**config.mk**
```make
export PLATFORM = sky130hd
export DESIGN_NAME = tape_byte_fifo
export DESIGN_NICKNAME = d
export VERILOG_FILES = /design/src/hdl/tape_pkg.sv /design/src/hdl/tape_byte_fifo.sv
export VERILOG_INCLUDE_DIRS = /design/src /design/src/hdl
export SDC_FILE = /design/constraint.sdc
export NUM_CORES = 1
export LEC_CHECK = 0
export ABC_CLOCK_PERIOD_IN_PS = 6600
export BUFFER_PORTS_ARGS = -buffer_cell sky130_fd_sc_hd__buf_2
export CAP_MARGIN = 20
export CORE_ASPECT_RATIO = 0.8
export CORE_MARGIN = 2
export CORE_UTILIZATION = 60
export DETAILED_ROUTE_END_ITERATION = 16
export PLACE_DENSITY = 0.79
export SETUP_SLACK_MARGIN = 0.15
export SYNTH_ARGS = -nofsm -noshare
export SYNTH_HDL_FRONTEND = slang
export SYNTH_SLANG_ARGS = --single-unit
```
**constraint.sdc**
```tcl
create_clock -name clk -period 6.6 [get_ports clk]
set_clock_uncertainty 0.15 [all_clocks]
set_input_delay 0.33 -clock clk [delete_from_list [all_inputs] [get_ports clk]]
set_output_delay 0.33 -clock clk [all_outputs]
set_load 0.02 [all_outputs]
```
**src/hdl/tape_config.svh**
```systemverilog
`ifndef TAPE_CONFIG_SVH
`define TAPE_CONFIG_SVH

`default_nettype none

// sample memory
`define TAPE_MEM_BYTES 8192
`define TAPE_MEM_WORDS 2048
`define TAPE_PTR_BITS 11

`define TAPE_FIFO_DEPTH 8

// decoder windows in tick units
`define TAPE_SHORT_MIN 12
`define TAPE_SHORT_MAX 20
`define TAPE_LONG_MIN 24
`define TAPE_LONG_MAX 40
`define TAPE_TIMEOUT 48
`define TAPE_SYNC_ZEROS 16

`default_nettype wire

`endif
```
**src/hdl/tape_pkg.sv**
```systemverilog
`include "tape_config.svh"
`default_nettype none

package tape_pkg;

   typedef logic [31:0] word_t;
   typedef logic signed [15:0] sample_t;
   typedef logic [`TAPE_PTR_BITS-1:0] ptr_t;
   typedef logic [10:0] rate_t;
   typedef logic [7:0] tape_byte_t;
   typedef logic [2:0] reg_idx_t;

   typedef enum logic [1:0] {
      fmt_mono8    = 2'd0,
      fmt_mono16   = 2'd1,
      fmt_stereo8  = 2'd2,
      fmt_stereo16 = 2'd3
   } fmt_t;

   typedef enum logic [1:0] {
      dec_hunt     = 2'd0,
      dec_preamble = 2'd1,
      dec_data     = 2'd2
   } dec_state_t;

   typedef struct packed {
      logic        psel;
      logic        penable;
      logic        pwrite;
      logic [13:0] paddr;
      word_t       pwdata;
      logic [3:0]  pstrb;
   } apb_req_t;

   typedef struct packed {
      word_t prdata;
      logic  pready;
      logic  pslverr;
   } apb_rsp_t;

endpackage

`default_nettype wire

```
**src/hdl/tape_byte_fifo.sv**
```systemverilog
`include "tape_config.svh"
`timescale 1ns/1ps
`default_nettype none

module tape_byte_fifo (
   input  wire                  clk,
   input  wire                  reset,
   input  wire                  push,
   input  tape_pkg::tape_byte_t din,
   input  wire                  pop,
   output tape_pkg::tape_byte_t dout,
   output logic                 empty,
   output logic                 overflow
);

   import tape_pkg::*;

   tape_byte_t                           mem [`TAPE_FIFO_DEPTH];
   logic [$clog2(`TAPE_FIFO_DEPTH)-1:0] wr_ptr;
   logic [$clog2(`TAPE_FIFO_DEPTH)-1:0] rd_ptr;
   logic [$clog2(`TAPE_FIFO_DEPTH):0]   count;
   logic                                full;
   logic                                do_push;
   logic                                do_pop;

   assign full    = (count == `TAPE_FIFO_DEPTH);
   assign empty   = (count == '0);
   assign do_pop  = pop & ~empty;
   assign do_push = push & (~full | do_pop);   // a pop frees the slot
   assign dout    = mem[rd_ptr];

   always_ff @(posedge clk) begin
      if (do_push) begin
         mem[wr_ptr] <= din;
      end
   end

   always_ff @(posedge clk) begin
      if (reset) begin
         wr_ptr   <= '0;
         rd_ptr   <= '0;
         count    <= '0;
         overflow <= 1'b0;
      end else begin
         if (do_push) wr_ptr <= wr_ptr + 1'b1;
         if (do_pop) rd_ptr <= rd_ptr + 1'b1;
         if (do_push && !do_pop) begin
            count <= count + 1'b1;
         end else if (do_pop && !do_push) begin
            count <= count - 1'b1;
         end
         if (do_pop) begin
            overflow <= 1'b0;
         end else if (push && full) begin
            overflow <= 1'b1;   // byte dropped
         end
      end
   end

endmodule

`default_nettype wire

```
* Word level (Yosys, flattened, before mapping)
Memory sizes are Yosys's and may differ from the RTL's. A register that Yosys moved wholly into a read port is not among the register bits. Cells that the tools add are included.
Cells by class: $add $sub $neg 4, eq/ne operators 1, muxes and demuxes 6, bitwise logic cells 5, reduce and logical (&&, ||, !) cells 8
Operators with widths (number):
- $mux W4 | 2
- $add A3 B1 Y3 const B | 2
- $mux W3 | 2
- $add A4 B1 Y4 const B | 1
- $eq A4 B4 Y1 const B | 1
- $logic_not A4 Y1 | 1
- $sub A4 B1 Y4 const B | 1
- $logic_and A1 B1 Y1 | 3
- $and A1 B1 Y1 | 2
- $logic_not A1 Y1 | 2
- $mux W1 | 2
- $not A1 Y1 | 2
- $reduce_bool A2 Y1 | 1
- $reduce_or A2 Y1 | 1
- $or A1 B1 Y1 | 1
Word-level totals: bits in registers 11, memory bits (writable) 64, input bits 12, output and inout bits 10, logic and storage cells 29, memories kept 1
Memories:
- mem | depth 8, width 8, rd ports 1, clocked after memory_dff 1, wr ports 1, line tape_byte_fifo.sv:18 | tape_byte_t mem [`TAPE_FIFO_DEPTH];

* Logic depth before layout (Yosys ltp)
depth after elaboration 9, mapped depth 11, depth with buffers taken out 10

* Worst setup path before layout
Ideal clock, no wire load.
kind reg2reg, start point reg count[1], end point reg count[3], setup time 0.121 ns, arrival time 2.464 ns, data required time 6.329 ns, path slack 3.866 ns, cell stages (with the launch flop) 12, period minus slack after synthesis 2.734 ns, path through dfxtp_1 > or3_1 > buf_2 > o21ai_4 > inv_1 > ha_1 > inv_1 > ha_1 > a21oi_1 > a211oi_1 > a31oi_1 > mux2_2
On the way: word-level cells in the longest chain between the ends 8, elaborated cells on any way between the ends 16
Ends and longest elaborated chain:
- start, declared | line tape_byte_fifo.sv:21 | logic [$clog2(`TAPE_FIFO_DEPTH):0] count;
- start signal, assigned | line tape_byte_fifo.sv:48 | count <= count + 1'b1;
- start signal, assigned | line tape_byte_fifo.sv:50 | count <= count - 1'b1;
- $logic_not A4 Y1 | line tape_byte_fifo.sv:27 | assign empty = (count == '0);
- $not A1 Y1 | line tape_byte_fifo.sv:28 | assign do_pop = pop & ~empty;
- $and A1 B1 Y1 | line tape_byte_fifo.sv:28
- $or A1 B1 Y1 (*) | line tape_byte_fifo.sv:29 | assign do_push = push & (~full | do_pop);
- $and A1 B1 Y1 (*) | line tape_byte_fifo.sv:29
- via do_push | line tape_byte_fifo.sv:23 | logic do_push;
- $logic_not A1 Y1 | line tape_byte_fifo.sv:49 | end else if (do_pop && !do_push) begin
- $logic_and A1 B1 Y1 | line tape_byte_fifo.sv:49
- $reduce_bool A2 Y1 (no source line)
The timed path passes the listed nets; every way through them passes the cells marked *. The select of a mux whose other input is x is not followed. A chain may end at the register's enable or synchronous reset.

* Final worst setup path
Same ends and word-level chain as after synthesis.

==> results.sh <==
export IMPL_htreeDepth=3
export IMPL_clk_pin_slew_worst_paths_ns=0.08
export IMPL_tns_ns=0
export IMPL_coreArea_mm2=0.005036
export IMPL_fmax_ghz=0.3221
export IMPL_synth_seq_cells=78
export IMPL_antenna_cells=0
export IMPL_finalHoldViolations=0
export IMPL_arrival_ns=3.17
export IMPL_cp_end_kind="register"
export IMPL_min_path_type="in2reg"
export IMPL_layout_commonest_cell="edfxtp_1"
export IMPL_start_util_pct=62.91
export IMPL_nets=217
export IMPL_peakVddDrop_uv=201.1
export IMPL_grt_pass1_wl_mm=8.169
export IMPL_port_buffers=21
export IMPL_post_cts_resized=0
export IMPL_cts_tree="done"
export IMPL_status="finished clean"
export IMPL_synth_edf_count=64
export IMPL_drt_iter0_markers=55
export IMPL_wl_per_cell_um=20.16
export IMPL_grt_max_degree=17
export IMPL_antenna_found_initial=0
export IMPL_numCtsBuffers=9
export IMPL_path_class="reg2reg"
export IMPL_finalCriticalPeriod_ns=3.104
export IMPL_numClockSinks=78
export IMPL_grt_overflow_total=0
export IMPL_fin_crit_sh_pct=47.04
export IMPL_critPathLaunchType="register"
export IMPL_die_y_um=68.99
export IMPL_seq_area_frac_synth_pct=69.51
export IMPL_wirelength_mm=5.363
export IMPL_vias=1550
export IMPL_grtUsageTotal_pct=20.11
export IMPL_synthesis_area_mm2=0.003168
export IMPL_vias_per_cell=5.827
export IMPL_max_cap_viol_count=0
export IMPL_drive_above_1_share_pct=25.98
export IMPL_crit_path_max_fanout=6
export IMPL_post_cts_buffers=0
export IMPL_async_flop_share_pct=0
export IMPL_die_width_um=85.24
export IMPL_dr_pass1_iters=4
export IMPL_dieArea_mm2=0.005881
export IMPL_routabilityCongestion=0.8067
export IMPL_rsz0062_at_grt="no"
export IMPL_leakage_nw=1.244
export IMPL_powerDensity_mw_per_mm2=367.1
export IMPL_syn_num_nets=188
export IMPL_ys_warn_count=0
export IMPL_antenna_left=0
export IMPL_synthTopCellsByArea="edfxtp_1 (61%), mux4_1 (12%), dfxtp_1 (8.8%)"
export IMPL_ys_types=30
export IMPL_avgSynthCellArea_um2=18.64
export IMPL_ios=22
export IMPL_rows=23
export IMPL_ys_flop_type="edfxtp_1"
export IMPL_clock_path_buffers=2
export IMPL_slew_viol_final=0
export IMPL_clk_latency_ns=0.33
export IMPL_synth_top_cell_by_area="edfxtp_1"
export IMPL_syn_to_final_growth_pct=11.93
export IMPL_worst_slew_pin_slew_ns=0.8913
export IMPL_synth_top_cell_area_share_pct=60.66
export IMPL_synth_cells=170
export IMPL_mostFrequentLayoutCells="edfxtp_1 (64), buf_2 (21), nor2_1 (18)"
export IMPL_drc=0
export IMPL_cp_data_required_time_ns=6.67
export IMPL_relSlewSlack_pct=40.36
export IMPL_cts_root_buf="clkbuf_8"
export IMPL_place_hpwl_mm=3.638
export IMPL_finalSetupViolCount=0
export IMPL_cts_hold_fix_buffers=0
export IMPL_finish_utilization_pct=70.41
export IMPL_grt_pass1_vias=1591
## cells in the mapped netlist (all sizes together) (2+ instances only)
cell	number
nor3	4
ha	5
mux2i	2
nor2	18
clkbuf	3
buf	5
nand2b	3
xor2	4
xnor2	2
dfxtp	14
mux2	9
inv	2
nand2	4
edfxtp	64
o21ai	2
mux4	16
a21oi	3
o211ai	2
## sequential cells by signal, summed over array words and instances, names as in the netlist, named ones only
register  cells
count         4
mem          64
overflow      1
rd_ptr        3
wr_ptr        3
## where the power goes
part / internal (W) / switching, W
clock network: 0.000212 / 0.000156
registers: 0.000571 / 0.0000551
logic: 0.000157 / 0.000150
total: 0.000940 / 0.000362
## through the flow
step	worst slack [ns]	instances	instance area, µm²	hold slack [ns]	power [W]
final	3.496	266	3546	0.1165	0.001302
after floorplan	3.866	170	3168	0.2491	0.0008792
after CTS	3.536	266	3546	0.1012	0.001312
after detailed placement	3.567	250	3332	0.3706	0.0009446
after global placement	3.776	250	3332	0.3315	0.0009202
after global routing	3.349	266	3546	0.1019	0.001362
## per-layer routing
layer | track usage [%] | up-vias | wire length [µm]
met4 | 6.746 | 0 | 52
met3 | 7.262 | 6 | 317
met1 | 22.42 | 761 | 2150
met2 | 36.62 | 48 | 2842
li1 | - | 735 | -
met5 | 0 | - | 0
## critical path: stages, from the launching register on
cell and delay [ns]:
dfxtp_1 0.36, or3_1 0.53, o21ai_4 0.26, inv_1 0.13
ha_1 0.25, inv_1 0.15, ha_1 0.30, a21oi_1 0.22
a211oi_1 0.12, a31oi_1 0.17, mux2_2 0.35
## area by class of cell
type / count / area [µm²]
sequential: 78 / 2202
clock buffer: 10 / 127.6
clock inverter: 6 / 86.33
timing repair buffer: 26 / 142.6
inverter: 2 / 7.507
tap: 62 / 77.57
multi-input combinational: 82 / 902.1
fill: 302 / 1490
## worst paths after layout
path | start | endpoint | slack [ns] | depth (start not counted)
hold reg to reg | overflow | overflow | 0.39 | 2
setup / recovery | count[1] | count[3] | 3.50 | 10
hold / removal | din[7] | mem[0][7] | 0.12 | 1
setup reg to reg | count[1] | count[3] | 3.50 | 10
## logic make-up after synthesis
group | count (synthesis) | share of synthesized area [%]
AO/OA/AOI/OAI | 10 | 2.646
XOR/XNOR | 6 | 1.659
adder cells (fa/ha/maj) | 6 | 2.607
buffers and inverters | 10 | 2.014
flip-flops | 78 | 69.51
multiplexers | 27 | 16.98
AND/OR/NAND/NOR | 33 | 4.581
(Power assumes the default switching activity.)
