===== src/hdl/tape_config.svh =====
`ifndef TAPE_CONFIG_SVH
`define TAPE_CONFIG_SVH

`default_nettype none

// sample memory
`define TAPE_MEM_BYTES 8192
`define TAPE_MEM_WORDS 2048
`define TAPE_PTR_BITS 11

`define TAPE_FIFO_DEPTH 8

// decoder windows in tick units
`define TAPE_SHORT_MIN 12
`define TAPE_SHORT_MAX 20
`define TAPE_LONG_MIN 24
`define TAPE_LONG_MAX 40
`define TAPE_TIMEOUT 48
`define TAPE_SYNC_ZEROS 16

`default_nettype wire

`endif

===== src/hdl/tape_pkg.sv =====
`include "tape_config.svh"
`default_nettype none

package tape_pkg;

   typedef logic [31:0] word_t;
   typedef logic signed [15:0] sample_t;
   typedef logic [`TAPE_PTR_BITS-1:0] ptr_t;
   typedef logic [10:0] rate_t;
   typedef logic [7:0] tape_byte_t;
   typedef logic [2:0] reg_idx_t;

   typedef enum logic [1:0] {
      fmt_mono8    = 2'd0,
      fmt_mono16   = 2'd1,
      fmt_stereo8  = 2'd2,
      fmt_stereo16 = 2'd3
   } fmt_t;

   typedef enum logic [1:0] {
      dec_hunt     = 2'd0,
      dec_preamble = 2'd1,
      dec_data     = 2'd2
   } dec_state_t;

   typedef struct packed {
      logic        psel;
      logic        penable;
      logic        pwrite;
      logic [13:0] paddr;
      word_t       pwdata;
      logic [3:0]  pstrb;
   } apb_req_t;

   typedef struct packed {
      word_t prdata;
      logic  pready;
      logic  pslverr;
   } apb_rsp_t;

endpackage

`default_nettype wire


===== src/hdl/tape_regs.sv =====
`include "tape_config.svh"
`timescale 1ns/1ps
`default_nettype none

module tape_regs (
   input  wire                 clk,
   input  wire                 reset,
   input  tape_pkg::apb_req_t  apb_req,
   output tape_pkg::apb_rsp_t  apb_rsp,
   output logic                mem_we,
   output tape_pkg::ptr_t      mem_addr,
   output tape_pkg::word_t     mem_wdata,
   output logic [3:0]          mem_strb,
   output logic                play,
   output tape_pkg::fmt_t      fmt,
   output tape_pkg::rate_t     sample_rate,
   output tape_pkg::ptr_t      head,
   output tape_pkg::ptr_t      tail,
   input  wire                 fetch,
   input  tape_pkg::tape_byte_t fifo_byte,
   input  wire                 fifo_empty,
   input  wire                 fifo_overflow,
   output logic                fifo_pop,
   input  wire                 motor_on,
   input  wire                 tape_sense
);

   import tape_pkg::*;

   localparam reg_idx_t reg_ctrl    = 3'd0;
   localparam reg_idx_t reg_ptrs    = 3'd1;
   localparam reg_idx_t reg_memsize = 3'd2;
   localparam reg_idx_t reg_tape    = 3'd3;

   logic     access;
   logic     reg_sel;
   logic     wr_en;
   logic     rd_en;
   reg_idx_t idx;
   word_t    rd_mux;

   assign access  = apb_req.psel & apb_req.penable;
   assign reg_sel = apb_req.paddr[13];   // clear selects sample memory
   assign idx     = apb_req.paddr[4:2];
   assign wr_en   = access & apb_req.pwrite;
   assign rd_en   = access & ~apb_req.pwrite;

   assign mem_we    = wr_en & ~reg_sel;
   assign mem_addr  = apb_req.paddr[12:2];
   assign mem_wdata = apb_req.pwdata;
   assign mem_strb  = apb_req.pstrb;

   assign fifo_pop = rd_en & reg_sel & (idx == reg_tape) & ~fifo_empty;

   always_comb begin
      case (idx)
         reg_ctrl:    rd_mux = {5'd0, sample_rate, 13'd0, fmt, play};
         reg_ptrs:    rd_mux = {5'd0, tail, 5'd0, head};
         reg_memsize: rd_mux = word_t'(`TAPE_MEM_BYTES);
         reg_tape:    rd_mux = {20'd0, tape_sense, motor_on, fifo_overflow,
                                ~fifo_empty, fifo_byte};
         default:     rd_mux = '0;
      endcase
   end

   assign apb_rsp.prdata  = reg_sel ? rd_mux : '0;   // memory is write-only
   assign apb_rsp.pready  = 1'b1;
   assign apb_rsp.pslverr = (rd_en & ~reg_sel) |
                            (wr_en & reg_sel & (idx >= reg_memsize));

   always_ff @(posedge clk) begin
      if (reset) begin
         play        <= 1'b0;
         fmt         <= fmt_mono8;
         sample_rate <= '0;
         head        <= '0;
         tail        <= '0;
      end else begin
         if (wr_en && reg_sel && idx == reg_ctrl) begin
            play        <= apb_req.pwdata[0];
            fmt         <= fmt_t'(apb_req.pwdata[2:1]);
            sample_rate <= apb_req.pwdata[26:16];
         end
         if (wr_en && reg_sel && idx == reg_ptrs) begin
            head <= apb_req.pwdata[10:0];   // bus write wins over fetch
            tail <= apb_req.pwdata[26:16];
         end else if (fetch) begin
            head <= head + 1'b1;
         end
      end
   end

endmodule

`default_nettype wire


===== config.mk =====
export PLATFORM = sky130hd
export DESIGN_NAME = tape_regs
export DESIGN_NICKNAME = d
export VERILOG_FILES = /design/src/hdl/tape_pkg.sv /design/src/hdl/tape_regs.sv
export VERILOG_INCLUDE_DIRS = /design/src /design/src/hdl
export SDC_FILE = /design/constraint.sdc
export NUM_CORES = 1
export LEC_CHECK = 0
export BUFFER_PORTS_ARGS = -buffer_cell sky130_fd_sc_hd__buf_4
export CAP_MARGIN = 15
export CORE_MARGIN = 5
export CORE_UTILIZATION = 36
export DETAILED_ROUTE_END_ITERATION = 8
export HOLD_SLACK_MARGIN = 0.1
export PLACE_DENSITY = 0.77
export SYNTH_ARGS = -nofsm -noshare
export SYNTH_HDL_FRONTEND = slang
export SYNTH_SLANG_ARGS = --single-unit

===== constraint.sdc =====
create_clock -name clk -period 1.6 [get_ports clk]
set_input_delay 0 -clock clk [delete_from_list [all_inputs] [get_ports clk]]
set_output_delay 0 -clock clk [all_outputs]
set_load 0.01 [all_outputs]

After elaboration in Yosys (flattened, before gate mapping)
Cells that the tools add are included.
- bits in registers: 36
- latch bits: 0
- bits in writable memories: 0
- ROM bits: 0
- input bits: 68
- output and inout bits: 119
- logic and storage cells: 33
- memories: 0
- $add $sub $neg: 1
- multipliers: 0
- div/mod/pow operators: 0
- order comparisons: 1
- equal/unequal tests: 3
- shifts and indexed selects: 0
- multiplexer cells: 4
- bitwise operators: 14
- reductions and logical operators: 5
- operators by type and width (operator ; number):
    case mux 27 bit (4 select lines) ; 1
    two-way mux 32 bit ; 1
    two-way mux 11 bit ; 2
    adder 11 x 1 -> 11 bit, second input constant ; 1
    AND 1 bit ; 10
    equality test 3 x 2 -> 1 bit, second input constant ; 2
    equality test 3 x 1 -> 1 bit, second input constant ; 1
    >= comparator 3 x 2 -> 1 bit, second input constant ; 1
    logical AND 1 bit ; 3
    logical NOT 3 bit ; 1
    NOT 1 bit ; 3
    nonzero test 2 bit ; 1
    OR 1 bit ; 1

Longest topological paths before layout
- depth after elaboration: 5
- mapped depth: 6
- depth with buffers taken out: 4

Worst setup path before layout
OpenSTA, ideal clock, no wires.
- path kind: register -> register
- start point: register head[0]
- end point: register head[10]
- data arrival time: 1.511 ns
- slack: -0.002 ns
- cell stages (with the launch flop): 5
- buffers on the path: 0
- cells stage by stage: dfxtp_1 > ha_1 > nand2_1 > or4_1 > a311oi_1
- word-level cells in the longest chain between the ends: 3
- RTL lines (element ; RTL line ; source):
    start: declaration ; tape_regs.sv:17 ; output tape_pkg::ptr_t head,
    start signal: assignment ; tape_regs.sv:85 ; head <= apb_req.pwdata[10:0];
    start signal: assignment ; tape_regs.sv:88 ; head <= head + 1'b1;
    adder 11 x 1 -> 11 bit ; tape_regs.sv:88 ;
    two-way mux 11 bit ; tape_regs.sv:87 ; end else if (fetch) begin
    two-way mux 11 bit ; tape_regs.sv:84 ; if (wr_en && reg_sel && idx == reg_ptrs) begin
Every way passes these cells. The select of a mux whose other input is x is not followed.
A chain may end at the register's enable or synchronous reset.

Final worst setup path
- start point: register head[1]
- end point: register head[8]
Same word-level chain as after synthesis.

==> flow_metrics.py <==
metrics = {
    "clock_network": {
        "postCtsSetupBuffers": 0,
        "cts_tree": "built",
        "clkTransAtPathRegs_ns": 0.08,
        "numClockSinks": 36,
        "clock_path_buffers": 2,
        "clk_latency_ns": 0.28,
        "htree_levels": 2,
        "cts_buffers": 5,
        "cts_root_buf": "clkbuf_8",
    },
    "setup_path": {
        "path_cells": "ha_1 > nand2_4 > or4_1 > a311oi_1",
        "cpPeakStageDelay_ns": 0.51,
        "cp-start-kind": "register",
        "endpoint_kind": "register",
        "cp_slowest_cell": "or4_1",
        "cp.arrival_ns": 1.70,
        "crit_family": "simple AND/OR/NAND/NOR gates",
        "path_class": "reg -> reg",
        "worstPathMaxFanout": 7,
        "cp.required_ns": 1.78,
        "path_buf_inv": 0,
    },
    "route": {
        "wire_per_inst_um": 16.93,
        "route.detailed.drc": 0,
        "drt-total-wl_mm": 8.500,
        "firstDrtPassIters": 5,
        "vias_per_cell": 5.410,
        "vias": 2716,
        "drtIter0Drc": 108,
        "postRouteAntennaNets": 0,
    },
    "synthesis": {
        "synth_top_area_share_pct": 30.00,
        "synth.distinct_cells": 35,
        "synth-warning-count": 0,
        "netlist_instances": 313,
        "synth_ff_type": "dfxtp_1",
        "yosysMostFrequentCell": "buf_4",
        "synth_top_area_cell": "dfxtp_1",
        "synthTopCellsByCount": "57 x buf_4, 36 x dfxtp_1, 31 x nand3_1",
        "syn_area_per_cell_um2": 7.675,
        "synth_compound_area_share_pct": 23.02,
        "synth-xor-area-share_pct": 1.458,
        "synth_edf_count": 0,
        "synthSimpleGateAreaFrac_pct": 20.73,
        "yosys-top-cells-area": "dfxtp_1 30%, buf_4 18%, nand3_1 6.5%",
        "seq_area_frac_synth_pct": 30.00,
        "ys_async_sr_fraction_pct": 0,
        "synthAdderAreaFrac_pct": 0.5208,
        "ys_ff_latch": 36,
        "synth_top_family_by_area": "compound AO/OA/AOI/OAI gates",
        "synth_mux_area_share_pct": 1.667,
        "netlist_area_mm2": 0.002402,
    },
    "place": {
        "place.gp.congestion": 0.7470,
        "dp_cells": 455,
        "io_buffer_count": 131,
        "postPlaceCellArea_mm2": 0.003048,
        "dpl.hpwl_mm": 5.578,
    },
    "sta": {
        "fmax_mhz": 659.9,
        "fin_crit_sh_pct": 94.71,
        "rsz0062_at_grt": "no",
        "min_period_ns": 1.515,
        "tns_ns": 0,
        "skew_ns": 0.01292,
        "hold_ws_ns": 0.1087,
        "hold_violations": 0,
        "maxSlewViolCount": 0,
        "setup_viol": 0,
    },
    "power_and_ir_drop": {
        "p_switching_mw": 0.5873,
        "leakage_nw": 1.470,
        "seq_power_share_pct": 43.9,
        "p_per_area_mw_per_mm2": 588.1,
        "p_comb_share_pct": 22.7,
        "clock_power_share_pct": 33.4,
        "switching_share_pct": 28.22,
        "peakVddDrop_mv": 0.3949,
        "power.total_mw": 2.081,
        "p_int_mw": 1.494,
    },
    "run": {
        "drv_cap": 0,
    },
    "global_route": {
        "grt_max_degree": 37,
        "grt_pass1_wl_mm": 13.08,
        "gr-total-overflow": 0,
        "antenna_found_initial": 0,
        "first_global_vias": 2641,
        "grt_usage_pct": 18.70,
    },
    "finish": {
        "drive_gt1_share_pct": 37.03,
        "final_nets": 492,
        "layoutNonFillerInstCount": 502,
        "finalInstanceArea_mm2": 0.003538,
        "area_delta_synth_final_pct": 47.29,
    },
    "die": {
        "num_rows": 29,
        "coreArea_mm2": 0.006422,
        "die_w_um": 91.69,
        "die_y_um": 91.69,
        "io_pins": 187,
        "die_area_mm2": 0.008407,
        "start_util_pct": 37.41,
    },
    "hold_path": {
        "hold_class": "in -> reg",
    },
    "outcome": {
        "outcome": "finished clean",
    },
}
## power groups by stage
stage | clock [mW] | combinational [mW] | sequential, mW
after floorplan | 0 | 0.261 | 0.944
after global placement | 0 | 0.369 | 0.934
after global routing | 0.750 | 0.506 | 0.915
after detailed placement | 0 | 0.374 | 0.935
final | 0.695 | 0.473 | 0.913
after CTS | 0.707 | 0.468 | 0.913
## cells in the final DEF (no fill, tap or decap), types with 2 or more instances in the layout
cell and count:
buf_4 140, dlygate4sd3_1 38, dfxtp_1 32, nand3_1 31
o21ai_0 29, a21oi_1 26, nor2_1 21, a22oi_1 18
nor3_1 12, conb_1 9, nand4_1 6, a311oi_1 6
clkbuf_8 6, a211oi_1 5, mux2i_1 4, or3_1 4
dfxtp_2 4, nand2_1 3, o21a_1 3, xor2_1 3
o31ai_1 3, or4_1 3, nand2b_1 2, and3_1 2
## per-stage QoR
| stage | worst slack (ns) | utilization, % |
|---|---|---|
| after floorplan | 0.01348 | - |
| after global placement | 0.1312 | 47.46 |
| after detailed placement | 0.06177 | 47.46 |
| after CTS | 0.01199 | 54.88 |
| after global routing | 0.003636 | 55.06 |
| final | 0.08465 | 55.09 |
## cell type report
| class | instances | area (um^2) |
|---|---|---|
| flip-flops and latches | 36 | 725.7 |
| clock buffers | 6 | 82.58 |
| fillers | 615 | 2884 |
| well taps | 77 | 96.34 |
| diodes | 1 | 2.502 |
| repair buffers | 178 | 1431 |
| multi-input cells | 202 | 1186 |
| clock inverters | 2 | 13.76 |
## worst register-to-register path: cells and delay by family, from the launching register on
kind,cells,cell delay (ns)
AOI/OAI and AO/OA,1,0.27
and+or+nand+nor,2,0.60
adders and majority gates,1,0.21
DFF,1,0.34
## flip-flops by register name, summed over array words and instances (netlist names)
signal / flops
sample_rate: 11
head: 11
play: 1
tail: 11
fmt: 2
## timing repair
item                       in CTS  in global routing
hold buffers                   38                  0
setup endpoints to repair       0                  3
gates resized for setup         0                  5
hold endpoints to repair       49                  0
## logic make-up (layout without fill, tap and decap cells)
kind of cell | count (synthesis) | in the layout
adder cells (fa/ha/maj) | 1 | 1
other | 2 | 10
XOR/XNOR | 4 | 4
AND/OR/NAND/NOR | 93 | 93
buffers and inverters | 82 | 186
flip-flops | 36 | 36
AO/OA/AOI/OAI | 91 | 91
multiplexers | 4 | 4
## layer usage
metal,vias to the layer above,global-route usage [%],wire length [um]
met4,0,4.827,60
li1,1284,-,-
met5,-,0,0
met1,1285,23.04,3421
met3,4,3.928,637
met2,143,33.17,4381
## final timing paths
| check | from | endpoint | depth (start not counted) | slack (ns) |
|---|---|---|---|---|
| max | head[1] | head[8] | 4 | 0.08 |
| min | apb_req[9] | head[5] | 3 | 0.11 |
| max reg2reg | head[1] | head[8] | 4 | 0.08 |
| min reg2reg | tail[6] | tail[6] | 2 | 0.50 |
Power figures use the tool's default switching activity.
