[config.mk]
export PLATFORM = sky130hd
export DESIGN_NAME = tape_bit_decoder
export DESIGN_NICKNAME = d
export VERILOG_FILES = /design/src/hdl/tape_pkg.sv /design/src/hdl/tape_bit_decoder.sv
export VERILOG_INCLUDE_DIRS = /design/src /design/src/hdl
export SDC_FILE = /design/constraint.sdc
export NUM_CORES = 1
export LEC_CHECK = 0
export ABC_AREA = 1
export BUFFER_PORTS_ARGS = -buffer_cell sky130_fd_sc_hd__buf_2
export CAP_MARGIN = 20
export CELL_PAD_IN_SITES_DETAIL_PLACEMENT = 1
export CELL_PAD_IN_SITES_GLOBAL_PLACEMENT = 2
export CORE_MARGIN = 2
export CORE_UTILIZATION = 33
export DETAILED_ROUTE_END_ITERATION = 16
export GPL_TIMING_DRIVEN = 0
export MAX_ROUTING_LAYER = met4
export PLACE_DENSITY = 0.79
export SLEW_MARGIN = 20
export SYNTH_ARGS = -nofsm -noshare
export SYNTH_HDL_FRONTEND = slang
export SYNTH_SLANG_ARGS = --single-unit
export TNS_END_PERCENT = 1
[constraint.sdc]
create_clock -name clk -period 2.5 [get_ports clk]
set_clock_uncertainty 0.2 [all_clocks]
set_input_delay 0.5 -clock clk [delete_from_list [all_inputs] [get_ports clk]]
set_output_delay 0.5 -clock clk [all_outputs]
set_load 0.03 [all_outputs]
[src/hdl/tape_config.svh]
`ifndef TAPE_CONFIG_SVH
`define TAPE_CONFIG_SVH

`default_nettype none

// sample memory
`define TAPE_MEM_BYTES 8192
`define TAPE_MEM_WORDS 2048
`define TAPE_PTR_BITS 11

`define TAPE_FIFO_DEPTH 8

// decoder windows in tick units
`define TAPE_SHORT_MIN 12
`define TAPE_SHORT_MAX 20
`define TAPE_LONG_MIN 24
`define TAPE_LONG_MAX 40
`define TAPE_TIMEOUT 48
`define TAPE_SYNC_ZEROS 16

`default_nettype wire

`endif
[src/hdl/tape_pkg.sv]
`include "tape_config.svh"
`default_nettype none

package tape_pkg;

   typedef logic [31:0] word_t;
   typedef logic signed [15:0] sample_t;
   typedef logic [`TAPE_PTR_BITS-1:0] ptr_t;
   typedef logic [10:0] rate_t;
   typedef logic [7:0] tape_byte_t;
   typedef logic [2:0] reg_idx_t;

   typedef enum logic [1:0] {
      fmt_mono8    = 2'd0,
      fmt_mono16   = 2'd1,
      fmt_stereo8  = 2'd2,
      fmt_stereo16 = 2'd3
   } fmt_t;

   typedef enum logic [1:0] {
      dec_hunt     = 2'd0,
      dec_preamble = 2'd1,
      dec_data     = 2'd2
   } dec_state_t;

   typedef struct packed {
      logic        psel;
      logic        penable;
      logic        pwrite;
      logic [13:0] paddr;
      word_t       pwdata;
      logic [3:0]  pstrb;
   } apb_req_t;

   typedef struct packed {
      word_t prdata;
      logic  pready;
      logic  pslverr;
   } apb_rsp_t;

endpackage

`default_nettype wire

[src/hdl/tape_bit_decoder.sv]
`include "tape_config.svh"
`timescale 1ns/1ps
`default_nettype none

module tape_bit_decoder (
   input  wire                  clk,
   input  wire                  reset,
   input  wire                  tick_en,
   input  wire                  tape_in,
   output tape_pkg::tape_byte_t byte_out,
   output logic                 byte_valid
);

   import tape_pkg::*;

   dec_state_t state;
   logic       tape_last;
   logic       tape_edge;
   logic [5:0] ival_cnt;   // ticks since last edge
   logic [5:0] ival_len;
   logic       is_short;
   logic       is_long;
   logic       half_one;   // first short of a 1 seen
   logic       timeout;
   logic       bit_valid;
   logic       bit_val;
   logic       bad_ival;
   logic [4:0] zero_cnt;
   logic [2:0] bit_cnt;
   tape_byte_t shreg;

   assign tape_edge = tape_in ^ tape_last;
   assign ival_len  = ival_cnt + 6'd1;
   assign is_short  = (ival_len >= `TAPE_SHORT_MIN) && (ival_len <= `TAPE_SHORT_MAX);
   assign is_long   = (ival_len >= `TAPE_LONG_MIN) && (ival_len <= `TAPE_LONG_MAX);
   assign timeout   = ~tape_edge & (ival_cnt == 6'(`TAPE_TIMEOUT));

   always_comb begin
      bit_valid = 1'b0;
      bit_val   = 1'b0;
      bad_ival  = 1'b0;
      if (tape_edge) begin
         if (is_long) begin
            bit_valid = ~half_one;
            bad_ival  = half_one;   // long after a lone short
         end else if (is_short) begin
            bit_valid = half_one;
            bit_val   = 1'b1;
         end else begin
            bad_ival = 1'b1;
         end
      end
   end

   always_ff @(posedge clk) begin
      if (reset) begin
         state      <= dec_hunt;
         tape_last  <= 1'b0;
         ival_cnt   <= '0;
         half_one   <= 1'b0;
         zero_cnt   <= '0;
         bit_cnt    <= '0;
         byte_valid <= 1'b0;
      end else begin
         byte_valid <= 1'b0;
         if (tick_en) begin
            tape_last <= tape_in;
            if (tape_edge) begin
               ival_cnt <= '0;
               half_one <= is_short & ~half_one;
            end else if (!timeout) begin
               ival_cnt <= ival_cnt + 6'd1;
            end

            if (bad_ival || timeout) begin
               state    <= dec_hunt;
               zero_cnt <= '0;
               half_one <= 1'b0;
            end else if (bit_valid) begin
               case (state)
                  dec_hunt: begin
                     if (!bit_val) begin
                        state    <= dec_preamble;
                        zero_cnt <= 5'd1;
                     end
                  end
                  dec_preamble: begin
                     if (!bit_val) begin
                        if (zero_cnt != 5'(`TAPE_SYNC_ZEROS)) begin
                           zero_cnt <= zero_cnt + 5'd1;
                        end
                     end else if (zero_cnt == 5'(`TAPE_SYNC_ZEROS)) begin
                        state   <= dec_data;   // sync bit
                        bit_cnt <= '0;
                     end else begin
                        state    <= dec_hunt;
                        zero_cnt <= '0;
                     end
                  end
                  default: begin
                     shreg   <= {shreg[6:0], bit_val};   // msb first
                     bit_cnt <= bit_cnt + 3'd1;
                     if (bit_cnt == 3'd7) begin
                        byte_out   <= {shreg[6:0], bit_val};
                        byte_valid <= 1'b1;
                     end
                  end
               endcase
            end
         end
      end
   end

endmodule

`default_nettype wire

======== Word-level counts from Yosys, hierarchy flattened ========
Cells that the tools add are included.
operators by class
  shift-type cells ........................ 0
  div/mod/pow operators ................... 0
  reduce and logical (&&, ||, !) cells .... 16
  bitwise operators ....................... 11
  eq/ne operators ......................... 12
  $lt $le $gt $ge ......................... 4
  $mul .................................... 0
  multiplexer cells ....................... 30
  $add $sub $neg .......................... 3
operators by type and width
  kind                 number
  $mux 5               6
  $reduce_and 6->1     3
  $mux 1               12
  $mux 6               2
  $mux 2               5
  $pmux 5 s2           1
  $reduce_and 5->1     2
  $ne 4x4->1 const B   2
  $not 1->1            8
  $add 6x1->6 const B  1
  $eq 6x6->1 const B   1
  $ge 6x4->1 const B   1
  $ge 6x5->1 const B   1
  $le 6x5->1 const B   1
  $le 6x6->1 const B   1
  $mux 3               2
  $ne 2x2->1 const B   3
  $ne 3x3->1 const B   2
  $pmux 3 s2           1
  $reduce_or 6->1      1
  $add 5x1->5 const B  1
  $eq 5x5->1 const B   1
  $ne 5x5->1 const B   1
  $pmux 2 s2           1
  other kinds (12)     16
word-level totals
  memories kept ........................... 0
  bits in writable memories ............... 0
  register bits ........................... 34
  input bits .............................. 4
  ROM bits ................................ 0
  logic and storage cells ................. 85
  output and inout port bits .............. 9
  bits in latches ......................... 0

======== Logic depth before layout (Yosys ltp) ========
  word-level depth ........................ 10
  gate-level depth with buffers ........... 16
  mapped depth without buffers ............ 16

======== Worst setup path after synthesis ========
Ideal clock, no wire load.
  path type ............................... register to register
  start ................................... register ival_cnt[1]
  end ..................................... register byte_out[0] (enable)
  path slack .............................. -0.228 ns
  path buffers ............................ 0
  data required time ...................... 1.915 ns
  cell stages (with the launch flop) ...... 11
  data arrival time ....................... 2.143 ns
  library setup time ...................... 0.385 ns
  path through ............................ dfxtp_1 -> ha_1 -> nand2_1 -> clkinv_2 -> nand2_1 -> nand2_1 -> nand2_1 -> nand2_4 -> o211ai_1 -> nand4_1 -> nor3b_1
between the ends
  word-level cells in the longest chain between the ends .. 9
  elaborated cells on any way between the ends .. 18
  those cells by class .................... 1 x add/sub; 4 x order compare; 1 x eq/ne; 6 x mux; 2 x bitwise; 4 x reduce/logical
RTL lines
  item                                                              line                     source
  start: declaration                                                tape_bit_decoder.sv:19   logic [5:0] ival_cnt;
  start signal: assignment                                          tape_bit_decoder.sv:72   ival_cnt <= ival_cnt + 6'd1;
  $add 6x1->6                                                       tape_bit_decoder.sv:33   assign ival_len = ival_cnt + 6'd1;
  $ge 6x4->1 (no source line) / $le 6x5->1 (equally long branches)  -
  $logic_and 1x1->1                                                 tape_bit_decoder.sv:34   assign is_short = (ival_len >= `TAPE_SHORT_MIN) && (ival_len <= `TAPE_SHORT_MAX);
  $mux 1                                                            tape_bit_decoder.sv:46   end else if (is_short) begin
  $mux 1                                                            tape_bit_decoder.sv:43   if (is_long) begin
  $mux 1                                                            tape_bit_decoder.sv:42   if (tape_edge) begin
  $logic_or 1x1->1                                                  tape_bit_decoder.sv:75   if (bad_ival || timeout) begin
  $not 1->1 (no source line)                                        -
  $reduce_and 6->1 (no source line) *                               -
  end signal: assignment                                            tape_bit_decoder.sv:104  byte_out <= {shreg[6:0], bit_val};
  end: declaration                                                  tape_bit_decoder.sv:10   output tape_pkg::tape_byte_t byte_out,
Mark *: on every way between the ends. The rest lies on a longest branch, timed or not.
A chain may end at the register's enable or synchronous reset.

======== Worst setup path after layout ========
  start ................................... register ival_cnt[0]
  end ..................................... register byte_out[0] (enable)
Same word-level chain as after synthesis.

==> flow_summary.toml <==
[placement]
dp_hpwl_um = 3225
place.gp.congestion = 0.7879
io_buffers = 11

[die]
dieArea_um2 = 6227
die-width_um = 78.91
ioPinCount = 13
die_y_um = 78.91
num_rows = 27
core_um2 = 5473
start_util_pct = 33.84

[detailed_routing]
drt_iter0_markers = 50
drc = 0
routedWlPerCell_um = 13.80
avgViaCountPerCell = 4.785
antenna_left = 0
routed_wl_um = 4362
first_pass_iters = 4
vias = 1512

[timing]
post-route-period-util_pct = 94.27
worst_pin_slew_ps = 507.8
setup_violations = 0
fin_tns_setup_ps = 0
finalHoldWorstSlack_ps = 247.4
clock.fmax_mhz = 424.3
hold_viol = 0
relSlewSlack_pct = 66.14
period_minus_slack_ps = 2357
rsz0062_at_grt = "no"
drv_slew = 0

[global_routing]
grt-ovfl-total = 0
grt_max_degree = 13
grt_pass1_wl_um = 7176
grt_pass1_vias = 1467
antenna_found_initial = 0
grt_use_total_pct = 15.39

[finish]
drive_gt1_share_pct = 29.51
fin_nets = 254
area_delta_synth_final_pct = 22.50
final_common_cell = "nand2_1"
final_cell_mix = "33 x nand2_1, 30 x nor2_1, 19 x inv_1"
n_antenna_cell = 0

[worst_setup_path]
worstPathMaxFanout = 8
endpoint_kind = "flop"
worstSetupStartpointType = "flop"
critPathKind = "reg2reg"
critPathRequiredTime_ps = 2310
crit_arrival_ps = 2170

[power]
pwr-share-clk_pct = 41.6
switching_power_uw = 333.0
cellPowerDensity_nw_per_um2 = 557.2
p_leak_uw = 0.0008929
switching_share_pct = 26.35
power_frac_comb_pct = 10.6
sequentialPowerShare_pct = 47.8
ir_worst_vdd_mv = 0.2117
internal_power_uw = 931.0

[cts]
cts_buffers = 5
clock_path_buffers = 2
clk_pin_slew_ps = 80
numClockSinks = 34
worstSkewPairLatency_ps = 300
clockRootBuffer = "clkbuf_8"
cts_tree = "yes"
hold_buffers = 0
h-tree-depth = 2

[flow_run]
cap_violations = 0

[synthesis]
synthCells = 217
ys_seq_area_share_pct = 44.86
yosysWarningCount = 0
synth_nets = 228
syn_avg_cell_area_um2 = 8.534
ys_ff_latch = 34
syn-cell-area_um2 = 1852
synth.distinct_cells = 32

[worst_hold_path]
min_path_type = "reg2reg"

[outcome]
outcome = "finished clean"
worst paths after layout:
path / start / endpoint / slack [ps] / cells past startpoint
min reg2reg: shreg[6] / byte_out[7] / 250 / 0
max: ival_cnt[0] / byte_out[0] / 140 / 12
max reg2reg: ival_cnt[0] / byte_out[0] / 140 / 12
min: shreg[6] / byte_out[7] / 250 / 0
what timing repair did:
item,in CTS,in global routing
cloned,0,0
resized for setup,10,11
pin swaps,3,3
endpoints found under the setup margin,15,24
setup buffers,5,3
critical path, cell delays in order, from the launching register on:
cell and delay (ps):
dfxtp_4 380, ha_4 140, nand2_2 60, inv_4 90, buf_4 100, nor3_1 40, o21ai_2 160, nand3_2 160
nand2_2 100, nand4_1 100, buf_6 160, nor3b_4 210, buf_12 150
cell families (layout without fill, tap and decap cells):
group	after synthesis	after routing	share of synthesized area, %
compound gates	24	24	7.906
xor+xnor	4	4	1.892
fa+ha+maj	7	7	4.730
buf+inv	26	53	5.946
flops	34	34	44.86
simple gates	122	122	34.66
per-stage QoR:
stage | instance area, um^2 | total power (uW) | util (%) | instances | worst slack [ps]
after floorplan | 1857 | 713.2 | - | 217 | 34.33
after global placement | 2002 | 743.1 | 36.58 | 300 | -311.0
after detailed placement | 2002 | 746.7 | 36.58 | 300 | -367.3
after CTS | 2196 | 1272 | 40.12 | 313 | 14.75
after global routing | 2268 | 1311 | 41.45 | 316 | 4.789
final | 2268 | 1264 | 41.45 | 316 | 143.3
routing by layer:
layer  GRT usage (%)  vias up  part of all wire, %
met1           18.36      721                   48
li1                -      773                    -
met2           25.13       12                   48
met5               -        -                    0
met4           6.207        0                  1.8
met3           3.750        6                  2.3
synth_stat cells:
master    number  share of area [%]
inv_2          2               0.41
nand4_1       11                3.7
a21oi_4        1               0.88
edfxtp_1      15                 24
o211ai_1       1               0.41
ha_1           7                4.7
nor2_1        32                6.5
nor3_1         1               0.27
a21oi_1       10                2.7
clkbuf_1       2               0.41
xnor2_1        2               0.95
clkinv_2       1               0.27
a22oi_1        1               0.41
nand3_2        6                3.2
nand3_4        1               0.95
o21ai_2        2               0.95
o21ai_1        1               0.27
nor2_4         2                1.2
nand3b_1       2               0.81
o21ai_0        7                1.9
nor2_2         5                1.7
o21bai_1       1               0.41
nor3b_1        2               0.81
nand2_1       37                7.5
inv_1         19                3.9
buf_4          1               0.41
dfxtp_1       19                 21
xor2_1         2               0.95
nand3_1       13                3.5
buf_6          1               0.61
nand2_2        6                2.0
nand2_4        4                2.4
power by group through the flow:
| stage | clock network, uW | logic [uW] | registers (uW) |
|---|---|---|---|
| 6_report | 526 | 134 | 604 |
| 5_1_grt | 554 | 151 | 607 |
| 4_1_cts | 536 | 131 | 605 |
| 3_5_place_dp | 0 | 129 | 617 |
| 3_3_place_gp | 0 | 127 | 616 |
| 2_1_floorplan | 0 | 100 | 613 |
state kept, by name, indices dropped and copies added (netlist names):
signal      flops
ival_cnt        6
shreg           7
byte_valid      1
byte_out        8
state           2
tape_last       1
half_one        1
zero_cnt        5
bit_cnt         3
cell type report:
class	count	area [um^2]
Multi-Input combinational cell	157	964.7
Inverter	22	85.08
Clock buffer	5	68.82
Fill cell	667	3204
Buffer	4	30.03
Tap cell	72	90.09
Timing Repair Buffer	19	143.9
Sequential cell	34	840.8
Clock inverter	3	45.04
No activity file was read; power rests on OpenSTA's default activity.
