<file path="src/hdl/tape_config.svh">
`ifndef TAPE_CONFIG_SVH
`define TAPE_CONFIG_SVH

`default_nettype none

// sample memory
`define TAPE_MEM_BYTES 8192
`define TAPE_MEM_WORDS 2048
`define TAPE_PTR_BITS 11

`define TAPE_FIFO_DEPTH 8

// decoder windows in tick units
`define TAPE_SHORT_MIN 12
`define TAPE_SHORT_MAX 20
`define TAPE_LONG_MIN 24
`define TAPE_LONG_MAX 40
`define TAPE_TIMEOUT 48
`define TAPE_SYNC_ZEROS 16

`default_nettype wire

`endif
</file>
<file path="src/hdl/tape_pkg.sv">
`include "tape_config.svh"
`default_nettype none

package tape_pkg;

   typedef logic [31:0] word_t;
   typedef logic signed [15:0] sample_t;
   typedef logic [`TAPE_PTR_BITS-1:0] ptr_t;
   typedef logic [10:0] rate_t;
   typedef logic [7:0] tape_byte_t;
   typedef logic [2:0] reg_idx_t;

   typedef enum logic [1:0] {
      fmt_mono8    = 2'd0,
      fmt_mono16   = 2'd1,
      fmt_stereo8  = 2'd2,
      fmt_stereo16 = 2'd3
   } fmt_t;

   typedef enum logic [1:0] {
      dec_hunt     = 2'd0,
      dec_preamble = 2'd1,
      dec_data     = 2'd2
   } dec_state_t;

   typedef struct packed {
      logic        psel;
      logic        penable;
      logic        pwrite;
      logic [13:0] paddr;
      word_t       pwdata;
      logic [3:0]  pstrb;
   } apb_req_t;

   typedef struct packed {
      word_t prdata;
      logic  pready;
      logic  pslverr;
   } apb_rsp_t;

endpackage

`default_nettype wire

</file>
<file path="src/hdl/tape_player.sv">
`timescale 1ns/1ps
`default_nettype none

module tape_player (
   input  wire               clk,
   input  wire               reset,
   input  wire               tick_en,
   input  wire               play,
   input  wire               motor_on,
   input  tape_pkg::fmt_t    fmt,
   input  tape_pkg::rate_t   sample_rate,
   input  tape_pkg::ptr_t    head,
   input  tape_pkg::ptr_t    tail,
   output logic              fetch,
   output tape_pkg::ptr_t    ram_raddr,
   output logic              ram_re,
   input  tape_pkg::word_t   ram_rdata,
   output tape_pkg::sample_t tape_audio,
   output logic              audio_strobe
);

   import tape_pkg::*;

   logic        active;
   logic        data_valid;
   logic        fetch_pending;   // ram word lands next cycle
   word_t       shreg;
   logic [2:0]  remaining;
   rate_t       rate_cnt;
   logic [8:0]  mix8;
   logic [16:0] mix16;
   logic [7:0]  m8;
   sample_t     next_sample;

   function automatic logic [2:0] samples_per_word(input fmt_t f);
      case (f)
         fmt_mono8:   return 3'd4;
         fmt_mono16:  return 3'd2;
         fmt_stereo8: return 3'd2;
         default:     return 3'd1;
      endcase
   endfunction

   assign active    = play & motor_on;
   assign fetch     = play & ~data_valid & ~fetch_pending & (head != tail);
   assign ram_re    = fetch;
   assign ram_raddr = head;

   assign mix8  = {1'b0, shreg[7:0]} + {1'b0, shreg[15:8]};
   assign mix16 = {shreg[15], shreg[15:0]} + {shreg[31], shreg[31:16]};
   assign m8    = mix8[8:1];

   always_comb begin
      case (fmt)
         fmt_mono8:   next_sample = {~shreg[7], shreg[6:0], shreg[7:0]};
         fmt_mono16:  next_sample = shreg[15:0];
         fmt_stereo8: next_sample = {~m8[7], m8[6:0], m8};
         default:     next_sample = mix16[16:1];
      endcase
   end

   always_ff @(posedge clk) begin
      if (reset) begin
         data_valid    <= 1'b0;
         fetch_pending <= 1'b0;
         remaining     <= '0;
         rate_cnt      <= '0;
         tape_audio    <= '0;
         audio_strobe  <= 1'b0;
      end else begin
         audio_strobe  <= 1'b0;
         fetch_pending <= fetch;

         if (!play) begin
            data_valid <= 1'b0;   // drop held word
            remaining  <= '0;
         end else if (fetch_pending) begin
            shreg      <= ram_rdata;
            data_valid <= 1'b1;
            remaining  <= samples_per_word(fmt);
         end

         if (!active) begin
            tape_audio <= '0;
            rate_cnt   <= '0;
         end else if (tick_en) begin
            if (rate_cnt != '0) begin
               rate_cnt <= rate_cnt - 1'b1;
            end else begin
               rate_cnt <= sample_rate;
               if (data_valid) begin
                  tape_audio   <= next_sample;
                  audio_strobe <= 1'b1;
                  shreg        <= (fmt == fmt_mono8) ? (shreg >> 8) : (shreg >> 16);
                  remaining    <= remaining - 3'd1;
                  if (remaining == 3'd1) begin
                     data_valid <= 1'b0;
                  end
               end
               // otherwise underrun, output holds
            end
         end
      end
   end

endmodule

`default_nettype wire

</file>
<file path="config.mk">
export PLATFORM = sky130hd
export DESIGN_NAME = tape_player
export DESIGN_NICKNAME = d
export VERILOG_FILES = /design/src/hdl/tape_pkg.sv /design/src/hdl/tape_player.sv
export VERILOG_INCLUDE_DIRS = /design/src /design/src/hdl
export SDC_FILE = /design/constraint.sdc
export NUM_CORES = 1
export LEC_CHECK = 0
export ABC_AREA = 0
export BUFFER_PORTS_ARGS = -buffer_cell sky130_fd_sc_hd__buf_2
export CAP_MARGIN = 20
export CORE_AREA = 2 2 109 111
export DETAILED_ROUTE_END_ITERATION = 12
export DIE_AREA = 0 0 111 113
export GPL_ROUTABILITY_DRIVEN = 0
export PLACE_DENSITY = 0.64
export RECOVER_POWER = 50
export SETUP_SLACK_MARGIN = 0.5
export SYNTH_ARGS = -nofsm -noshare
export SYNTH_HDL_FRONTEND = slang
export SYNTH_SLANG_ARGS = --single-unit
export TNS_END_PERCENT = 50
</file>
<file path="constraint.sdc">
create_clock -name clk -period 3.1 [get_ports clk]
set_input_delay 0.93 -clock clk [delete_from_list [all_inputs] [get_ports clk]]
set_output_delay 0.93 -clock clk [all_outputs]
set_load 0.005 [all_outputs]
</file>
### Word-level counts from Yosys, hierarchy flattened

Index checks and enable logic that the tools add are counted.

* flip-flop bits (word level): 65
* bits in latches: 0
* bits in writable memories: 0
* ROM bits: 0
* bits of input ports: 72
* output and inout port bits: 30
* logic and storage cells: 56
* memories kept: 0

* add/sub/neg operators: 4
* multipliers: 0
* div/mod/pow operators: 0
* magnitude comparators: 0
* equality and inequality tests: 4
* shift-type cells: 0
* multiplexer cells: 24
* bitwise operators: 11
* reductions and logical operators: 6

Operators by type and width (count)
* $mux 32: 6
* $pmux 16 s3: 1
* $mux 24: 1
* $mux 3: 6
* $add 16x16->17: 1
* $mux 11: 1
* $ne 11x11->1: 1
* $reduce_bool 11->1: 1
* $sub 11x1->11 const B: 1
* $add 8x8->9: 1
* $mux 1: 8
* $not 1->1: 7
* $pmux 3 s2: 1
* $and 1x1->1: 4
* $reduce_or 2->1: 2
* $reduce_or 4->1: 1
* $eq 3x1->1 const B: 1
* $reduce_and 3->1: 1
* $sub 3x1->3 const B: 1
* $eq 2x1->1 const B: 1
* $eq 2x2->1 const B: 1
* $logic_not 2->1: 1

### Logic depth before layout (Yosys ltp)

Gate-level depths: netlist of the first run.

* depth in word-level cells: 9
* depth in mapped cells: 9
* depth with buffers taken out: 9

### Least setup slack after synthesis of the first run

Ideal clock, no wire load.

* path kind: input-to-reg
* from: in reset
* to: reg tape_audio[14]
* library setup time: 0.060 ns
* arrival: 2.425 ns
* data required time: 3.040 ns
* slack: 0.615 ns
* stages on the path: 5
* buffers on the path: 0
* cells stage by stage: inv_1 and3_1 nand2_1 a2111oi_2 a32o_1

* cells in the longest elaborated chain, start to end: 1

RTL lines
* start: declaration: RTL line tape_player.sv:6 `input wire reset,`
* $reduce_or 2->1 (no source line)
* end signal: assignment: RTL line tape_player.sv:92 `tape_audio <= next_sample;`
* end: declaration: RTL line tape_player.sv:18 `output tape_pkg::sample_t tape_audio,`

No other way between the ends.
A chain may end at the register's enable or synchronous reset.

### Final worst setup path of the first run

* from: reg rate_cnt[4]
* to: reg shreg[23], data pin

* cells in the longest elaborated chain, start to end: 4

RTL lines
* start: declaration: RTL line tape_player.sv:29 `rate_t rate_cnt;`
* start signal: assignment: RTL line tape_player.sv:88 `rate_cnt <= rate_cnt - 1'b1;`
* start signal: assignment: RTL line tape_player.sv:90 `rate_cnt <= sample_rate;`
* $reduce_bool 11->1: RTL line tape_player.sv:87 `if (rate_cnt != '0) begin`
* $mux 32: RTL line tape_player.sv:87
* $mux 32: RTL line tape_player.sv:86 `end else if (tick_en) begin`
* $mux 32: RTL line tape_player.sv:83 `if (!active) begin`
* end signal: assignment: RTL line tape_player.sv:78 `shreg <= ram_rdata;`
* end signal: assignment: RTL line tape_player.sv:94 `shreg <= (fmt == fmt_mono8) ? (shreg >> 8) : (shreg >> 16);`
* end: declaration: RTL line tape_player.sv:27 `word_t shreg;`

No other way between the ends.

==> results.json, run 1 <==
{
  "status": "finished, violations left",
  "violations": "capacitance limit, slew limit",
  "intPower_w": 0.001795,
  "clock-sinks": 65,
  "crit_fanout": 22,
  "clkTransAtPathRegs_ns": 0.06,
  "dieArea_um2": 12540,
  "io_buffers": 101,
  "worstPathRequired_ns": 3.16,
  "period_share_pct": 85.16,
  "arrival_ns": 2.70,
  "die_w_um": 111,
  "drt_iter0_drc": 435,
  "fmax_mhz": 378.8,
  "hold_class": "register to register",
  "cts_made_buffers": 9,
  "synth_edf_count": 32,
  "crit_type": "register to register",
  "leakage_nw": 2.436,
  "synthCells": 608,
  "synth_flop_cell": "dfxtp_1",
  "wire_per_inst_um": 17.04,
  "grt_start_max_net_pins": 46,
  "rsz0062_at_grt": "true",
  "ys_types": 63,
  "tritoncts": "yes",
  "fin_total_pwr_w": 0.002644,
  "fp.dieH_um": 113,
  "use_met2_pct": 33.70,
  "ant_nets": 0,
  "ys_warn_count": 0,
  "num_io_pins": 102,
  "num-fill-cells": 1096,
  "crit_path_start_kind": "register",
  "clk_latency_ns": 0.34,
  "via_count": 4904,
  "final_max_slew_viol_count": 34,
  "synth-seq-area-share_pct": 32.59,
  "drive_gt1_share_pct": 21.65,
  "setup_viol": 0,
  "area_growth_pct": 19.34,
  "core_area_um2": 11270,
  "drc": 0,
  "synth_seq_cells": 65,
  "synth_nets": 712,
  "synthArstFlopShare_pct": 0,
  "cp_slowest_cell": "nor4_1",
  "max-clock-path-buffers": 2,
  "cp_slowest_stage_delay_ns": 0.49,
  "peakVddDrop_uv": 258.3,
  "hold_viol": 0,
  "swShare_pct": 32.13,
  "grt_overflow": 0,
  "dp_cells": 819,
  "pwr-share-seq_pct": 38.7,
  "drt_wl_total_um": 14250,
  "final_cells": 836,
  "skew_ns": 0.007725,
  "rows": 39,
  "layout_common_cells": "nand2_1 (110), buf_2 (78), a21oi_1 (51)",
  "p_comb_share_pct": 25.7,
  "maxCapViolations": 1,
  "diodes": 0,
  "period_minus_slack_ns": 2.640,
  "power_density_nw_per_um2": 445.3,
  "initial_core_util_pct": 44.14,
  "avgViaCountPerCell": 5.866,
  "fin_setup_tns_ns": 0,
  "p_switching_w": 0.0008495,
  "cp_top_family": "simple AND/OR/NAND/NOR gates",
  "grt_pass1_vias": 4573,
  "layout.nets": 792,
  "worst_pin_slew_ns": 1.867,
  "cts-htree-levels": 3,
  "syn-mean-instance-area_um2": 8.184,
  "holdBufCountCts": 0,
  "grt_util_met1_pct": 30.76,
  "grt_first_pass_wirelength_um": 22340,
  "antenna_found_initial": 0,
  "endpoint_kind": "register",
  "clockRootBuffer": "clkbuf_16",
  "first_pass_iters": 5,
  "synth.cell_area_um2": 4976,
  "maxSlewHeadroom_pct": -24.46,
  "final_common_cell": "nand2_1",
  "dp_hpwl_um": 10300,
  "cp_cell_sequence": "nor4_1 -> and3_4 -> and4_1 -> nand3_2 -> a21oi_1 -> a31oi_1",
  "grt.met3_usage_pct": 3.374,
  "track_usage_pct": 21.84,
  "cp_num_buf_inv": 0,
  "grt-busiest-layer": "met2",
  "p_clk_share_pct": 35.5
}
synth_stat cells, drive strengths merged, types with 2 or more instances:
library cell / instances / area, µm²
a2111oi: 3 / 32.53
a211o: 3 / 26.28
a211oi: 30 / 225.2
a21o: 6 / 45.04
a21oi: 51 / 255.2
a221o: 4 / 40.04
a221oi: 8 / 70.07
a22o: 2 / 17.52
a22oi: 4 / 30.03
a311oi: 2 / 17.52
a31oi: 33 / 206.5
and2: 4 / 25.02
and3: 9 / 61.31
and4: 3 / 26.28
buf: 22 / 170.2
clkbuf: 27 / 102.6
dfxtp: 33 / 660.6
edfxtp: 32 / 960.9
fa: 2 / 40.04
ha: 30 / 375.4
inv: 19 / 71.32
mux2: 2 / 22.52
nand2: 110 / 412.9
nand2b: 4 / 25.02
nand3: 9 / 57.56
nand3b: 3 / 22.52
nand4: 8 / 65.06
nor2: 31 / 116.4
nor2b: 19 / 118.9
nor3: 9 / 50.05
o2111ai: 3 / 26.28
o21a: 3 / 22.52
o21ai: 33 / 165.2
o31ai: 3 / 22.52
or2: 3 / 18.77
or4: 3 / 30.03
xnor2: 17 / 148.9
xor2: 6 / 52.55
repair_timing:
action	CTS	global route
resized for setup	15	17
gates cloned	0	1
pin swaps	12	8
endpoints found under the setup margin	2	25
buffers inserted	0	0
hold endpoints to repair	0	0
power by group through the flow:
stage	sequential (W)	clock, W	combinational, W
floorplan	0.00101	0	0.000486
global placement	0.00104	0	0.000627
detailed placement	0.00104	0	0.000642
CTS	0.00102	0.000945	0.000659
global route	0.00103	0.000989	0.000756
finish	0.00102	0.000939	0.000681
worst paths after layout:
kind	from	endpoint	depth (start not counted)	slack, ns
max	rate_cnt[4]	shreg[23]	6	0.46
min	tape_audio[5]	tape_audio[5]	2	0.45
max reg2reg	rate_cnt[4]	shreg[23]	6	0.46
min reg2reg	tape_audio[5]	tape_audio[5]	2	0.45
stage by stage:
step           instance area (µm²)  utilization, %  hold slack, ns  worst slack, ns
2_1_floorplan                 4976               -          0.4482           0.6145
3_3_place_gp                  5508           48.86          0.4361           0.4445
3_5_place_dp                  5508           48.86          0.4393           0.3555
4_1_cts                       5869           52.07          0.4471           0.4997
5_1_grt                       5938           52.68          0.4597           0.3354
6_report                      5938           52.68          0.4463           0.4602
cell families after synthesis:
| logic type | after synthesis | share of synthesized area, % |
|---|---|---|
| simple gates | 221 | 21.83 |
| xor+xnor | 23 | 4.048 |
| fa+ha+maj | 32 | 8.348 |
| flops | 65 | 32.59 |
| mux | 3 | 0.6537 |
| compound gates | 196 | 25.62 |
| buf+inv | 68 | 6.915 |
sequential cells by signal (all words and copies together), names as in the netlist:
signal and flops:
remaining 3, shreg 32, data_valid 1, fetch_pending 1
tape_audio 16, rate_cnt 11, audio_strobe 1
layer usage:
metal  up-vias  share of wire, %
met5         -                 0
met4         0               2.6
met3        33               7.0
met2       220                45
met1      2261                46
li1       2390                 -
layout make-up:
class | instances | area [µm²] | area share (%)
sequential | 65 | 1622 | 27.31
tap | 143 | 178.9 | 3.013
multi-input combinational | 476 | 3085 | 51.96
timing repair buffer | 117 | 716.9 | 12.07
clock buffer | 10 | 229.0 | 3.856
inverter | 19 | 71.32 | 1.201
clock inverter | 6 | 35.03 | 0.5900
worst min-delay path: stages (launching register included):
cell     delay [ns]
dfxtp_1        0.31
nand2_1        0.05
a21oi_1        0.05
(Power assumes the default switching activity.)
==> run 2, diff against run 1 <==
--- a/config.mk
+++ b/config.mk
@@ -9,11 +9,12 @@
 export ABC_AREA = 0
 export BUFFER_PORTS_ARGS = -buffer_cell sky130_fd_sc_hd__buf_2
 export CAP_MARGIN = 20
-export CORE_AREA = 2 2 109 111
+export CORE_AREA = 2 2 89 134
+export CTS_BUF_LIST = sky130_fd_sc_hd__clkbuf_16
 export DETAILED_ROUTE_END_ITERATION = 12
-export DIE_AREA = 0 0 111 113
+export DIE_AREA = 0 0 91 136
 export GPL_ROUTABILITY_DRIVEN = 0
-export PLACE_DENSITY = 0.64
+export PLACE_DENSITY = 0.65
 export RECOVER_POWER = 50
 export SETUP_SLACK_MARGIN = 0.5
 export SYNTH_ARGS = -nofsm -noshare
==> results.json, run 2 (synthesis results as in run 1) <==
{
  "dp_cells": 825,
  "fin_setup_tns_ns": 0,
  "ant_nets": 0,
  "crit_fanout": 3,
  "cp_top_family": "buffers and inverters",
  "diodes": 0,
  "grt_first_pass_wirelength_um": 23200,
  "tritoncts": "yes",
  "clkTransAtPathRegs_ns": 0.06,
  "fmax_mhz": 380.0,
  "core_area_um2": 11290,
  "final_cells": 841,
  "clockRootBuffer": "clkbuf_16",
  "avgViaCountPerCell": 5.930,
  "final_common_cell": "nand2_1",
  "skew_ns": 0.009458,
  "grt_pass1_vias": 4827,
  "num_io_pins": 102,
  "worstReg2RegStart": "shreg[4]",
  "drive_gt1_share_pct": 20.12,
  "track_usage_pct": 23.33,
  "drt_iter0_drc": 304,
  "leakage_nw": 2.413,
  "highest_layer": "met4",
  "cp.depth": 6,
  "largest_reg_flops": 32,
  "fp.dieH_um": 136,
  "setup_viol": 0,
  "layout.nets": 790,
  "maxCapViolations": 0,
  "arrival_ns": 1.70,
  "rsz0062_at_grt": "true",
  "grt_start_max_net_pins": 46,
  "die_w_um": 91,
  "cts-htree-levels": 3,
  "rows": 48,
  "holdBufCountCts": 0,
  "status": "complete, no violations",
  "reg2reg_depth": 8,
  "endpoint_kind": "output pin",
  "layout_common_cells": "nand2_1 (110), buf_2 (80), a21oi_1 (51)",
  "post_cts_buffers": 0,
  "route.met3.wl_um": 859,
  "worst-r2r-setup-slack_ns": 0.49,
  "via_count": 4987,
  "io_buffers": 101,
  "power_density_nw_per_um2": 442.6,
  "hold_path.startpoint": "tape_audio[6]",
  "cp_slowest_stage_delay_ns": 0.22,
  "first_pass_iters": 4,
  "period_minus_slack_ns": 2.631,
  "clock-sinks": 65,
  "cp_slowest_cell": "a31oi_2",
  "wl_met1_um": 5868,
  "dp_hpwl_um": 11000,
  "cp_cell_sequence": "buf_2 -> xnor2_2 -> nand4_1 -> nor2_2 -> a31oi_2 -> buf_2",
  "crit_path_start_kind": "primary input",
  "worstReg2RegEnd": "tape_audio[12]",
  "cts_made_buffers": 9,
  "clk_latency_ns": 0.33,
  "wire_per_inst_um": 17.34,
  "final_max_slew_viol_count": 0,
  "peakVddDrop_uv": 267.7,
  "num-fill-cells": 1155,
  "antenna_found_initial": 0,
  "top_register": "shreg",
  "area_growth_pct": 17.85,
  "cp_num_buf_inv": 2,
  "worst_pin_slew_ns": 0.5590,
  "met2WireLength_um": 7220,
  "maxSlewHeadroom_pct": 62.73,
  "whs_path_depth": 1,
  "worstPathRequired_ns": 2.17,
  "initial_core_util_pct": 44.07,
  "hold_end": "tape_audio[6]",
  "dieArea_um2": 12380,
  "hold_class": "register to register",
  "max-clock-path-buffers": 2,
  "crit_type": "primary input to output pin",
  "drc": 0,
  "period_share_pct": 84.88,
  "grt_overflow": 0,
  "cp_common_cell": "buf_2",
  "hold_viol": 0,
  "drt_wl_total_um": 14590,
  "top_regs": "shreg x32, tape_audio x16, rate_cnt x11"
}
run 2: routing by layer:
layer  up-vias  GRT usage (%)
li1       2391              -
met1      2318          27.12
met2       224          40.82
met3        54          4.102
met4         0          12.29
met5         -              0
run 2: cell type report:
cell class	instances	area, µm²	area share (%)
inverter	19	71.32	1.216
clock inverter	7	32.53	0.5547
sequential	65	1622	27.65
clock buffer	9	225.2	3.840
tap	150	187.7	3.200
timing repair buffer	116	655.6	11.18
multi-input combinational	475	3070	52.36
run 2: worst max path at each step:
stage,endpoint,start
after global routing,shreg[10],rate_cnt[4]
after global placement,fetch,head[6]
after detailed placement,fetch,head[1]
after floorplan,ram_re,head[4]
after CTS,fetch,head[6]
final,fetch,tail[1]
run 2: what timing repair did:
| action | CTS | global route |
|---|---|---|
| endpoints found under the hold margin | 0 | 0 |
| resized for setup | 8 | 16 |
| pin swaps | 7 | 10 |
| endpoints found under the setup margin | 3 | 13 |
| cloned | 0 | 0 |
run 2: worst register-to-register path, delay by kind of cell, from the launching register on:
family	cells	cell delay (ns)
compound gates	6	1.44
fa+ha+maj	1	0.42
flops	1	0.51
xor+xnor	1	0.13
run 2: metrics by stage:
stage               util [%]  worst slack [ns]  cell area [µm²]  hold slack [ns]  total power [W]
finish                 51.94            0.4688             5864           0.4466         0.002595
global route           51.94            0.3153             5864           0.4650         0.002729
CTS                    51.54            0.4667             5819           0.4478         0.002591
detailed placement     48.79            0.4336             5509           0.4348         0.001694
global placement       48.79            0.4569             5509           0.4408         0.001680
floorplan                  -            0.6145             4976           0.4482         0.001495
run 2: where the power goes:
part,switching (W),total (W),internal [W]
Clock,0.000357,0.000883,0.000525
Combinational,0.000395,0.000690,0.000295
Sequential,0.0000656,0.00102,0.000957
